### src/hdl/pad_pkg.sv
`default_nettype none

package pad_pkg;

    localparam int num_pads = 2;
    localparam int btn_w    = 8;

    // Address is {pad index, word select}.
    localparam int reg_aw    = 2;
    localparam int pad_iw    = reg_aw - 1;
    localparam int num_words = 2 * num_pads;

    localparam logic held_sel   = 1'b0;
    localparam logic sticky_sel = 1'b1;

    localparam int latch_cycles = 2; // Latch high time in clocks.

    typedef enum logic [1:0] {
        op_write      = 2'd0,
        op_set        = 2'd1, // OR data into the word.
        op_read       = 2'd2,
        op_read_clear = 2'd3  // Old value out, word zeroed.
    } reg_op_t;

    typedef struct packed {
        reg_op_t             op;
        logic [reg_aw-1:0]   addr;
        logic [btn_w-1:0]    wdata;
    } reg_req_t;

endpackage

`default_nettype wire

### src/hdl/pad_scanner.sv
`timescale 1ns/1ns
`default_nettype none

module pad_scanner (
    input  wire                              clk,
    input  wire                              rst,
    input  wire                              scan_start,
    output logic                             pad_latch,
    output logic                             pad_clk,
    input  wire  [pad_pkg::num_pads-1:0]     pad_data_n,
    output logic                             req,
    output pad_pkg::reg_req_t                req_data,
    input  wire                              gnt,
    output logic                             scan_busy
);

    typedef enum logic [1:0] {
        st_idle,
        st_latch,
        st_shift,
        st_post
    } state_t;

    state_t state;

    logic [$clog2(pad_pkg::latch_cycles)-1:0] latch_cnt;
    logic [$clog2(pad_pkg::btn_w)-1:0]        bit_cnt;
    logic                                     phase;    // Second cycle of a bit slot.
    logic [pad_pkg::reg_aw-1:0]               post_idx;

    logic [pad_pkg::btn_w-1:0] shift_q [pad_pkg::num_pads];
    logic [pad_pkg::btn_w-1:0] prev_q  [pad_pkg::num_pads];

    logic [pad_pkg::pad_iw-1:0] pad_idx;
    logic [pad_pkg::btn_w-1:0]  new_press;

    always_ff @(posedge clk) begin
        if (rst) begin
            state     <= st_idle;
            pad_latch <= 1'b0;
            pad_clk   <= 1'b0;
            latch_cnt <= '0;
            bit_cnt   <= '0;
            phase     <= 1'b0;
            post_idx  <= '0;
            for (int p = 0; p < pad_pkg::num_pads; p++) begin
                prev_q[p] <= '0;
            end
        end else begin
            case (state)
                st_idle: begin
                    if (scan_start) begin
                        pad_latch <= 1'b1;
                        latch_cnt <= '0;
                        state     <= st_latch;
                    end
                end
                st_latch: begin
                    if (latch_cnt == ($bits(latch_cnt))'(pad_pkg::latch_cycles - 1)) begin
                        pad_latch <= 1'b0;
                        bit_cnt   <= '0;
                        phase     <= 1'b0;
                        state     <= st_shift;
                    end else begin
                        latch_cnt <= latch_cnt + 1'b1;
                    end
                end
                st_shift: begin
                    if (!phase) begin
                        // No clock pulse after the last bit.
                        pad_clk <= (bit_cnt != ($bits(bit_cnt))'(pad_pkg::btn_w - 1));
                        phase   <= 1'b1;
                    end else begin
                        pad_clk <= 1'b0;
                        phase   <= 1'b0;
                        bit_cnt <= bit_cnt + 1'b1;
                        if (bit_cnt == ($bits(bit_cnt))'(pad_pkg::btn_w - 1)) begin
                            post_idx <= '0;
                            state    <= st_post;
                        end
                    end
                end
                st_post: begin
                    if (gnt) begin
                        post_idx <= post_idx + 1'b1;
                        if (&post_idx) begin
                            for (int p = 0; p < pad_pkg::num_pads; p++) begin
                                prev_q[p] <= shift_q[p];
                            end
                            state <= st_idle;
                        end
                    end
                end
                default: state <= st_idle;
            endcase
        end
    end

    // Bits arrive MSB first, active low on the wire.
    always_ff @(posedge clk) begin
        if (state == st_shift && !phase) begin
            for (int p = 0; p < pad_pkg::num_pads; p++) begin
                shift_q[p] <= {shift_q[p][pad_pkg::btn_w-2:0], ~pad_data_n[p]};
            end
        end
    end

    // Held writes first, then the sticky updates.
    always_comb begin
        pad_idx   = post_idx[pad_pkg::pad_iw-1:0];
        new_press = shift_q[pad_idx] & ~prev_q[pad_idx];
        if (post_idx[pad_pkg::reg_aw-1]) begin
            req_data.op    = pad_pkg::op_set;
            req_data.addr  = {pad_idx, pad_pkg::sticky_sel};
            req_data.wdata = new_press;
        end else begin
            req_data.op    = pad_pkg::op_write;
            req_data.addr  = {pad_idx, pad_pkg::held_sel};
            req_data.wdata = shift_q[pad_idx];
        end
    end

    assign req       = (state == st_post);
    assign scan_busy = (state != st_idle);

endmodule

`default_nettype wire

### src/hdl/bus_arbiter.sv
`timescale 1ns/1ns
`default_nettype none

module bus_arbiter (
    input  wire                      clk,
    input  wire                      rst,
    input  wire                      scan_req,
    input  wire                      host_req,
    input  wire pad_pkg::reg_req_t   scan_data,
    input  wire pad_pkg::reg_req_t   host_data,
    output logic                     scan_gnt,
    output logic                     host_gnt,
    output logic                     mem_valid,
    output pad_pkg::reg_req_t        mem_req
);

    logic last_host; // Host won the last grant.

    // On contention the peer that lost last time goes first.
    always_comb begin
        scan_gnt = scan_req && (!host_req || last_host);
        host_gnt = host_req && (!scan_req || !last_host);
    end

    assign mem_valid = scan_gnt || host_gnt;
    assign mem_req   = host_gnt ? host_data : scan_data;

    always_ff @(posedge clk) begin
        if (rst) begin
            last_host <= 1'b0;
        end else if (mem_valid) begin
            last_host <= host_gnt;
        end
    end

endmodule

`default_nettype wire

### src/hdl/pad_regs.sv
`timescale 1ns/1ns
`default_nettype none

module pad_regs (
    input  wire                              clk,
    input  wire                              rst,
    input  wire                              mem_valid,
    input  wire pad_pkg::reg_req_t           mem_req,
    output logic [pad_pkg::btn_w-1:0]        rdata
);

    logic [pad_pkg::btn_w-1:0] mem [pad_pkg::num_words];

    always_ff @(posedge clk) begin
        if (rst) begin
            for (int w = 0; w < pad_pkg::num_words; w++) begin
                mem[w] <= '0;
            end
        end else if (mem_valid) begin
            case (mem_req.op)
                pad_pkg::op_write: mem[mem_req.addr] <= mem_req.wdata;
                pad_pkg::op_set:   mem[mem_req.addr] <= mem[mem_req.addr] | mem_req.wdata;
                pad_pkg::op_read_clear: begin
                    mem[mem_req.addr] <= '0;
                end
                default: ;
            endcase
        end
    end

    // Old value, one cycle after the read.
    always_ff @(posedge clk) begin
        if (mem_valid && (mem_req.op == pad_pkg::op_read ||
                          mem_req.op == pad_pkg::op_read_clear)) begin
            rdata <= mem[mem_req.addr];
        end
    end

endmodule

`default_nettype wire

### src/hdl/host_port.sv
`timescale 1ns/1ns
`default_nettype none

module host_port (
    input  wire                              clk,
    input  wire                              rst,
    input  wire                              host_rd,
    input  wire  [pad_pkg::reg_aw-1:0]       host_addr,
    output logic [pad_pkg::btn_w-1:0]        host_rdata,
    output logic                             host_rvalid,
    output logic                             req,
    output pad_pkg::reg_req_t                req_data,
    input  wire                              gnt,
    input  wire  [pad_pkg::btn_w-1:0]        rdata
);

    logic                        pending;
    logic [pad_pkg::reg_aw-1:0]  addr_q;
    logic [pad_pkg::btn_w-1:0]   hold_q;

    always_ff @(posedge clk) begin
        if (rst) begin
            pending     <= 1'b0;
            host_rvalid <= 1'b0;
        end else begin
            host_rvalid <= gnt;
            if (host_rd) begin
                pending <= 1'b1;
            end else if (gnt) begin
                pending <= 1'b0;
            end
        end
    end

    always_ff @(posedge clk) begin
        if (host_rd) begin
            addr_q <= host_addr;
        end
        if (host_rvalid) begin
            hold_q <= rdata;
        end
    end

    assign req = pending;

    // Sticky reads clear the word.
    always_comb begin
        req_data.addr  = addr_q;
        req_data.wdata = '0;
        if (addr_q[0] == pad_pkg::sticky_sel) begin
            req_data.op = pad_pkg::op_read_clear;
        end else begin
            req_data.op = pad_pkg::op_read;
        end
    end

    // Live data in the valid cycle, then the held copy.
    assign host_rdata = host_rvalid ? rdata : hold_q;

endmodule

`default_nettype wire

### src/hdl/pad_input_top.sv
`timescale 1ns/1ns
`default_nettype none

module pad_input_top (
    input  wire                              clk,
    input  wire                              rst,
    input  wire                              scan_start,
    output logic                             pad_latch,
    output logic                             pad_clk,
    input  wire  [pad_pkg::num_pads-1:0]     pad_data_n,
    output logic                             scan_busy,
    input  wire                              host_rd,
    input  wire  [pad_pkg::reg_aw-1:0]       host_addr,
    output logic [pad_pkg::btn_w-1:0]        host_rdata,
    output logic                             host_rvalid
);

    logic                       scan_req;
    logic                       scan_gnt;
    logic                       host_req;
    logic                       host_gnt;
    logic                       mem_valid;
    pad_pkg::reg_req_t          scan_data;
    pad_pkg::reg_req_t          host_data;
    pad_pkg::reg_req_t          mem_req;
    logic [pad_pkg::btn_w-1:0]  rdata;

    pad_scanner u_pad_scanner (
        .clk        (clk),
        .rst        (rst),
        .scan_start (scan_start),
        .pad_latch  (pad_latch),
        .pad_clk    (pad_clk),
        .pad_data_n (pad_data_n),
        .req        (scan_req),
        .req_data   (scan_data),
        .gnt        (scan_gnt),
        .scan_busy  (scan_busy)
    );

    host_port u_host_port (
        .clk         (clk),
        .rst         (rst),
        .host_rd     (host_rd),
        .host_addr   (host_addr),
        .host_rdata  (host_rdata),
        .host_rvalid (host_rvalid),
        .req         (host_req),
        .req_data    (host_data),
        .gnt         (host_gnt),
        .rdata       (rdata)
    );

    bus_arbiter u_bus_arbiter (
        .clk       (clk),
        .rst       (rst),
        .scan_req  (scan_req),
        .host_req  (host_req),
        .scan_data (scan_data),
        .host_data (host_data),
        .scan_gnt  (scan_gnt),
        .host_gnt  (host_gnt),
        .mem_valid (mem_valid),
        .mem_req   (mem_req)
    );

    pad_regs u_pad_regs (
        .clk       (clk),
        .rst       (rst),
        .mem_valid (mem_valid),
        .mem_req   (mem_req),
        .rdata     (rdata)
    );

endmodule

`default_nettype wire

### config.mk
export PLATFORM = sky130hd
export DESIGN_NAME = pad_input_top
export DESIGN_NICKNAME = d
export VERILOG_FILES = /design/src/hdl/pad_pkg.sv /design/src/hdl/pad_scanner.sv /design/src/hdl/bus_arbiter.sv /design/src/hdl/pad_regs.sv /design/src/hdl/host_port.sv /design/src/hdl/pad_input_top.sv
export SDC_FILE = /design/constraint.sdc
export NUM_CORES = 1
export LEC_CHECK = 0
export BUFFER_PORTS_ARGS = -buffer_cell sky130_fd_sc_hd__buf_2
export CORE_AREA = 2 2 100 102
export CTS_BUF_LIST = sky130_fd_sc_hd__clkbuf_2 sky130_fd_sc_hd__clkbuf_4 sky130_fd_sc_hd__clkbuf_8
export DETAILED_ROUTE_END_ITERATION = 6
export DIE_AREA = 0 0 102 104
export PLACE_DENSITY_LB_ADDON = 0.2
export SLEW_MARGIN = 40
export SYNTH_ARGS = -nofsm -noshare
export SYNTH_HDL_FRONTEND = slang
export SYNTH_SLANG_ARGS = --single-unit
### constraint.sdc
create_clock -name clk -period 2.6 [get_ports clk]
set_clock_uncertainty 0.05 [all_clocks]
set_input_delay 0 -clock clk [delete_from_list [all_inputs] [get_ports clk]]
set_output_delay 0 -clock clk [all_outputs]
set_load 0.02 [all_outputs]
==> results.py, run 1 <==
metrics = {
    "outcome": {
        "status": "finished clean",
    },
    "critical_path": {
        "path_common_cell": "nor3_1",
        "r2r_slack_ns": 0.29,
        "crit_buf_inv": 1,
        "worstPathArrival_ns": 2.46,
        "crit_path_max_fanout": 35,
        "critical_path.top_delay_family": "simple AND/OR/NAND/NOR gates",
        "reg2reg_to": "u_pad_regs.rdata[4]",
        "crit_chain": "ha_1 > nand2_1 > nand2_4 > inv_4 > mux2i_4 > nor3_1 > nor3_1",
        "critPathKind": "reg -> reg",
        "worstReg2RegStart": "u_pad_scanner.state[0]",
        "max_stage_delay_ns": 0.40,
        "critPathLaunch": "u_pad_scanner.state[0]",
        "start_kind": "flop",
        "required_ns": 2.75,
        "cp.depth": 7,
        "r2r_cells": 7,
        "critPathSlowestCell": "mux2i_4",
        "crit_path_end_kind": "flop",
    },
    "floorplan": {
        "num_rows": 36,
        "die_area_um2": 10600,
        "dieHeight_um": 104,
        "start_util_pct": 48.0,
        "ioPinCount": 20,
        "die_w_um": 102,
        "core_um2": 9550,
    },
    "logic_synthesis": {
        "synth_cell_types": 43,
        "synth-edff-count": 74,
        "syn_nets": 393,
        "synth-seq-cells": 97,
        "synthCells": 377,
        "syn-cell-area_um2": 4580,
        "synth_warnings": 0,
        "synthArstFlopShare_pct": 0,
        "ys_dominant_reg_cell": "edfxtp_1",
        "avgSynthCellArea_um2": 12.2,
        "seq_area_frac_synth_pct": 58.5,
    },
    "route": {
        "vias": 2877,
        "drc": 0,
        "ant_nets": 0,
        "totalWireLength_um": 8540,
        "vias_per_cell": 5.37,
        "dr.pass1.iters": 4,
        "first_iter_violations": 190,
        "wl_per_cell_um": 15.9,
    },
    "cells_and_area": {
        "design_area_um2": 5040,
        "final_cell_mix": "edfxtp_1, nor2_1, a21oi_1, mux2_2, dfxtp_1",
        "utilization_pct": 52.7,
        "nFillCells": 865,
        "final_common_cell": "edfxtp_1",
        "diodes": 0,
        "drive_gt1_share_pct": 22.8,
        "finalNetCount": 414,
        "syn_to_final_growth_pct": 9.85,
    },
    "clock_tree": {
        "root_buffer": "clkbuf_8",
        "htreeDepth": 3,
        "tritoncts": "done",
        "cts_num_sinks": 97,
        "ctsLongestPathBuffers": 2,
        "clk_pin_slew_worst_paths_ns": 0.10,
        "numCtsBuffers": 9,
        "postCtsSetupRepairBufs": 0,
        "clk_latency_ns": 0.37,
    },
    "sta": {
        "hold_viol_final": 0,
        "rsz0062_at_grt": "no",
        "tightest_slew_ns": 0.804,
        "max_clock_freq_mhz": 432,
        "drv_slew": 0,
        "finalSetupTns_ns": 0,
        "period_share_pct": 89.0,
        "setup-violations-final": 0,
        "period_needed_ns": 2.31,
        "slew_headroom_pct": 46.3,
    },
    "grt": {
        "grt_use_total_pct": 17.7,
        "grt_pass1_vias": 2817,
        "gr-total-overflow": 0,
        "antenna_found_initial": 0,
        "grt_pass1_wl_um": 14400,
        "grt_max_degree": 36,
    },
    "hold_path": {
        "hold_path.startpoint": "host_addr[0]",
        "hp-class": "in -> reg",
        "hold_path_depth": 2,
        "hold-path-endpoint": "u_host_port.addr_q[0]",
    },
    "pwr": {
        "leakage_nw": 1.94,
        "p_total_w": 0.00380,
        "p_per_area_nw_per_um2": 755,
        "vdd_ir_drop_max_v": 0.000487,
    },
    "run": {
        "maxCapViolations": 0,
    },
    "placement": {
        "io_buffers": 19,
        "postPlaceCellArea_um2": 4780,
        "dp_hpwl_um": 6090,
        "place_congestion": 0.889,
    },
}
-- cells in the mapped netlist (4+ instances only) --
| cell type | n | area (µm²) |
|---|---|---|
| edfxtp_1 | 74 | 2220 |
| nor2_1 | 43 | 161 |
| a21oi_1 | 34 | 170 |
| mux2_2 | 30 | 338 |
| dfxtp_1 | 23 | 460 |
| nor3_1 | 18 | 90.1 |
| mux2i_1 | 17 | 170 |
| nand3_1 | 12 | 60.1 |
| buf_2 | 11 | 55.1 |
| and3_1 | 10 | 62.6 |
| nand2_1 | 10 | 37.5 |
| a2111oi_0 | 9 | 78.8 |
| nor2b_1 | 9 | 56.3 |
| ha_1 | 8 | 100 |
| o31ai_1 | 8 | 60.1 |
| and3_2 | 7 | 52.6 |
| clkbuf_1 | 7 | 26.3 |
| inv_1 | 6 | 22.5 |
| nand2b_1 | 5 | 31.3 |
| o21ai_0 | 4 | 20.0 |
-- area by class of cell --
class | count | area [µm²] | area share (%)
repair buffers | 34 | 225 | 4.47
inverters | 7 | 28.8 | 0.571
well taps | 133 | 166 | 3.30
clock buffers | 9 | 124 | 2.46
flip-flops and latches | 97 | 2680 | 53.3
multi-input cells | 249 | 1740 | 34.6
clock inverters | 7 | 66.3 | 1.32
-- worst max path at each step --
stage	endpoint
3_5_place_dp	u_pad_regs.rdata[3]
3_3_place_gp	u_pad_regs.rdata[7]
4_1_cts	u_pad_regs.rdata[3]
5_1_grt	u_pad_regs.rdata[4]
6_report	u_pad_regs.rdata[4]
2_1_floorplan	u_pad_regs.mem[0][0]
-- repair_timing --
| item | 4_1_cts | 5_1_grt |
|---|---|---|
| resized for setup | 0 | 0 |
| hold buffers | 7 | 0 |
| endpoints found under the hold margin | 12 | 0 |
-- cell families after synthesis --
logic type      count (synthesis)  share of synthesized area (%)
buf+inv                        31                           3.47
xor+xnor                        1                          0.191
fa+ha+maj                       8                           2.18
mux                            50                           12.1
flops                          97                           58.5
compound gates                 61                           8.16
simple gates                  129                           15.4
-- registers in the layout, summed over array words and instances (netlist names), named ones only --
signal	cells
u_host_port.hold_q	8
u_pad_scanner.prev_q	16
u_pad_scanner.latch_cnt	1
u_host_port.addr_q	2
u_bus_arbiter.last_host	1
u_pad_scanner.bit_cnt	3
u_pad_scanner.pad_clk	1
u_pad_regs.rdata	8
u_host_port.host_rvalid	1
u_pad_scanner.post_idx	2
u_pad_regs.mem	32
u_pad_scanner.state	2
u_host_port.req	1
u_pad_scanner.pad_latch	1
u_pad_scanner.shift_q	16
u_pad_scanner.phase	1
-- where the power goes --
part	leakage [nW]	total (W)	switching (W)	internal (W)
Sequential	0.928	0.00202	0.000140	0.00188
Combinational	0.922	0.000857	0.000516	0.000341
Clock	0.0945	0.000923	0.000556	0.000367
Total	1.94	0.00380	0.00121	0.00259
-- through the flow --
step | instances | hold slack (ns) | worst slack, ns
global placement | 513 | 0.127 | 0.405
detailed placement | 513 | 0.131 | 0.311
CTS | 536 | 0.272 | 0.306
global route | 536 | 0.278 | 0.0287
floorplan | 377 | 0.0489 | 0.698
finish | 536 | 0.290 | 0.287
-- worst register-to-register path: stages (launching register included) --
cell,delay [ns]
dfxtp_1,0.35
ha_1,0.34
nand2_1,0.18
nand2_4,0.17
inv_4,0.35
mux2i_4,0.41
nor3_1,0.09
nor3_1,0.21
-- per-layer routing --
layer	GRT usage, %	up-vias	routed length, µm
met3	4.17	20	411
met4	9.33	0	348
met2	26.6	64	4020
li1	-	1441	-
met5	0	-	0
met1	23.5	1352	3760
Note: power is estimated with default switching activity, not from simulation.
==> inputs of run 2 (changes only) <==
Settings changed: PLACE_DENSITY set to 0.71, PLACE_DENSITY_LB_ADDON 0.2 to not set.
==> run 2 against run 1 <==
  * Global-route usage fell by 0.16 points
  * Worst hold slack worse by 0.28 ns
  * Power rose by 4.0%
  * Highest routed layer unchanged
  * Sequential share of layout area fell by 0.18 points
  * Maximum frequency shrank 1.5%
  * Largest power group unchanged
  * Clock power increased by 16%
  * Sequential power about the same
  * Cell area rose by 0.35%
  * Count of clock-buffer cells in the layout increased by 2
  * Combinational power is 0.9% higher
  * Critical endpoint is now u_pad_regs.rdata[7]
  * Register-to-register slack worse by 0.04 ns
  * Largest cell class unchanged
==> results.py, run 2 (synthesis gave the netlist of run 1 again) <==
metrics = {
    "sta": {
        "holdWs_ns": 0.0110,
        "tightest_slew_ns": 0.780,
        "max_clock_freq_mhz": 426,
        "period_needed_ns": 2.35,
        "rsz0062_at_grt": "no",
        "period_share_pct": 90.4,
        "setup-violations-final": 0,
        "drv_slew": 0,
        "slew_headroom_pct": 47.9,
        "finalSetupTns_ns": 0,
        "worst_slack_ns": 0.250,
        "hold_viol_final": 0,
    },
    "critical_path": {
        "worstReg2RegStart": "u_pad_scanner.state[0]",
        "required_ns": 2.65,
        "max_stage_delay_ns": 0.43,
        "crit_chain": "ha_1 > nand2_1 > nand2_4 > inv_4 > mux2i_4 > nor3_1 > nor3_1",
        "critPathSlowestCell": "ha_1",
        "crit_path_end_kind": "flop",
        "reg2reg_to": "u_pad_regs.rdata[7]",
        "start_kind": "flop",
        "critPathKind": "reg -> reg",
        "r2r_cells": 7,
        "crit_path_max_fanout": 35,
        "r2r_slack_ns": 0.25,
        "worstPathArrival_ns": 2.40,
        "path_common_cell": "nor3_1",
    },
    "clock_tree": {
        "htreeDepth": 3,
        "clk_pin_slew_worst_paths_ns": 0.09,
        "cts_num_sinks": 97,
        "root_buffer": "clkbuf_8",
        "numCtsBuffers": 9,
        "postCtsSetupRepairBufs": 0,
        "tritoncts": "done",
        "ctsLongestPathBuffers": 2,
        "clk_latency_ns": 0.37,
    },
    "pwr": {
        "vdd_ir_drop_max_v": 0.000475,
        "leakage_nw": 1.96,
        "p_int_w": 0.00279,
        "power.switching_w": 0.00117,
        "p_comb_share_pct": 21.9,
        "clockPowerShare_pct": 27.1,
        "p_per_area_nw_per_um2": 783,
        "swShare_pct": 29.5,
        "seqPwrFrac_pct": 51.1,
    },
    "route": {
        "vias_per_cell": 5.49,
        "wl_per_cell_um": 16.3,
        "vias": 2939,
        "drc": 0,
        "first_iter_violations": 198,
        "ant_nets": 0,
        "dr.pass1.iters": 4,
        "totalWireLength_um": 8700,
    },
    "grt": {
        "grt_pass1_wl_um": 14300,
        "grt_use_total_pct": 17.5,
        "grt_max_degree": 36,
        "gr-total-overflow": 0,
        "antenna_found_initial": 0,
        "grt_pass1_vias": 2944,
    },
    "placement": {
        "dp.cells": 513,
        "place_congestion": 0.851,
        "io_buffers": 19,
        "dpl_worst_slack_ns": 0.281,
        "dp_hpwl_um": 6170,
    },
    "outcome": {
        "status": "finished clean",
    },
    "run": {
        "maxCapViolations": 0,
    },
    "cells_and_area": {
        "seq_area_um2": 2680,
        "drive_gt1_share_pct": 22.9,
        "utilization_pct": 52.9,
        "finalNetCount": 413,
        "largest_reg_flops": 32,
        "reg.largest.list": "u_pad_regs.mem x32, u_pad_scanner.prev_q x16, u_pad_scanner.shift_q x16",
        "regMostFlops": "u_pad_regs.mem",
        "syn_to_final_growth_pct": 10.2,
        "nFillCells": 834,
        "layoutNonFillerInstCount": 535,
        "diodes": 0,
        "multiInputGateArea_um2": 1740,
        "final_cell_mix": "edfxtp_1, nor2_1, a21oi_1, mux2_2, dfxtp_1",
        "final_common_cell": "edfxtp_1",
    },
    "floorplan": {
        "start_util_pct": 48.0,
        "core_um2": 9550,
        "num_rows": 36,
        "dieHeight_um": 104,
        "die_w_um": 102,
        "die_area_um2": 10600,
        "ioPinCount": 20,
    },
    "hold_path": {
        "hold_path_depth": 2,
        "hold_path.startpoint": "rst",
        "hold-path-endpoint": "u_pad_scanner.pad_latch",
        "hp-class": "in -> reg",
    },
}
## run 2: how the worst max path moves through the flow
stage	start	endpoint	slack, ns
5_1_grt	u_pad_scanner.state[0]	u_pad_regs.rdata[7]	0.04
3_5_place_dp	u_pad_scanner.state[0]	u_pad_regs.rdata[7]	0.28
2_1_floorplan	u_pad_scanner.state[0]	u_pad_regs.mem[0][0]	0.70
4_1_cts	u_pad_scanner.state[0]	u_pad_regs.rdata[7]	0.25
6_report	u_pad_scanner.state[0]	u_pad_regs.rdata[7]	0.25
3_3_place_gp	u_pad_scanner.state[0]	u_pad_regs.rdata[0]	0.43
## run 2: metrics by stage
| step | cell area (µm²) | power, W |
|---|---|---|
| final | 5050 | 0.00395 |
| after global routing | 5050 | 0.00417 |
| after CTS | 5050 | 0.00398 |
| after detailed placement | 4780 | 0.00291 |
| after global placement | 4780 | 0.00288 |
| after floorplan | 4580 | 0.00267 |
## run 2: critical path: cells and delay by family, from the launching register on
| family | cells | cell delay, ns |
|---|---|---|
| adder cells (fa/ha/maj) | 1 | 0.43 |
| multiplexers | 1 | 0.27 |
| AND/OR/NAND/NOR | 4 | 0.73 |
| flip-flops | 1 | 0.40 |
| buffers and inverters | 1 | 0.19 |
## run 2: layout make-up
cell class | instances | share of cell area, %
Sequential cell | 97 | 53.1
Multi-Input combinational cell | 249 | 34.5
Tap cell | 133 | 3.29
Clock buffer | 11 | 2.75
Clock inverter | 5 | 1.56
Inverter | 7 | 0.569
Timing Repair Buffer | 33 | 4.26
## run 2: what timing repair did
item                      4_1_cts  5_1_grt
resized for setup               0        0
hold buffers                    6        0
hold endpoints to repair        9        0
## run 2: per-layer routing
| layer | vias to the layer above | track usage, % | part of all wire [%] |
|---|---|---|---|
| li1 | 1437 | - | - |
| met1 | 1406 | 22.0 | 44 |
| met2 | 69 | 27.3 | 48 |
| met3 | 27 | 3.90 | 3.7 |
| met4 | 0 | 10.5 | 4.3 |
| met5 | - | 0 | 0 |
## run 2: power groups by stage
| stage | clock network [W] | logic (W) | registers [W] |
|---|---|---|---|
| after detailed placement | 0 | 0.000855 | 0.00206 |
| after global placement | 0 | 0.000829 | 0.00205 |
| final | 0.00107 | 0.000865 | 0.00202 |
| after global routing | 0.00116 | 0.000965 | 0.00205 |
| after CTS | 0.00109 | 0.000870 | 0.00202 |
| after floorplan | 0 | 0.000676 | 0.00199 |
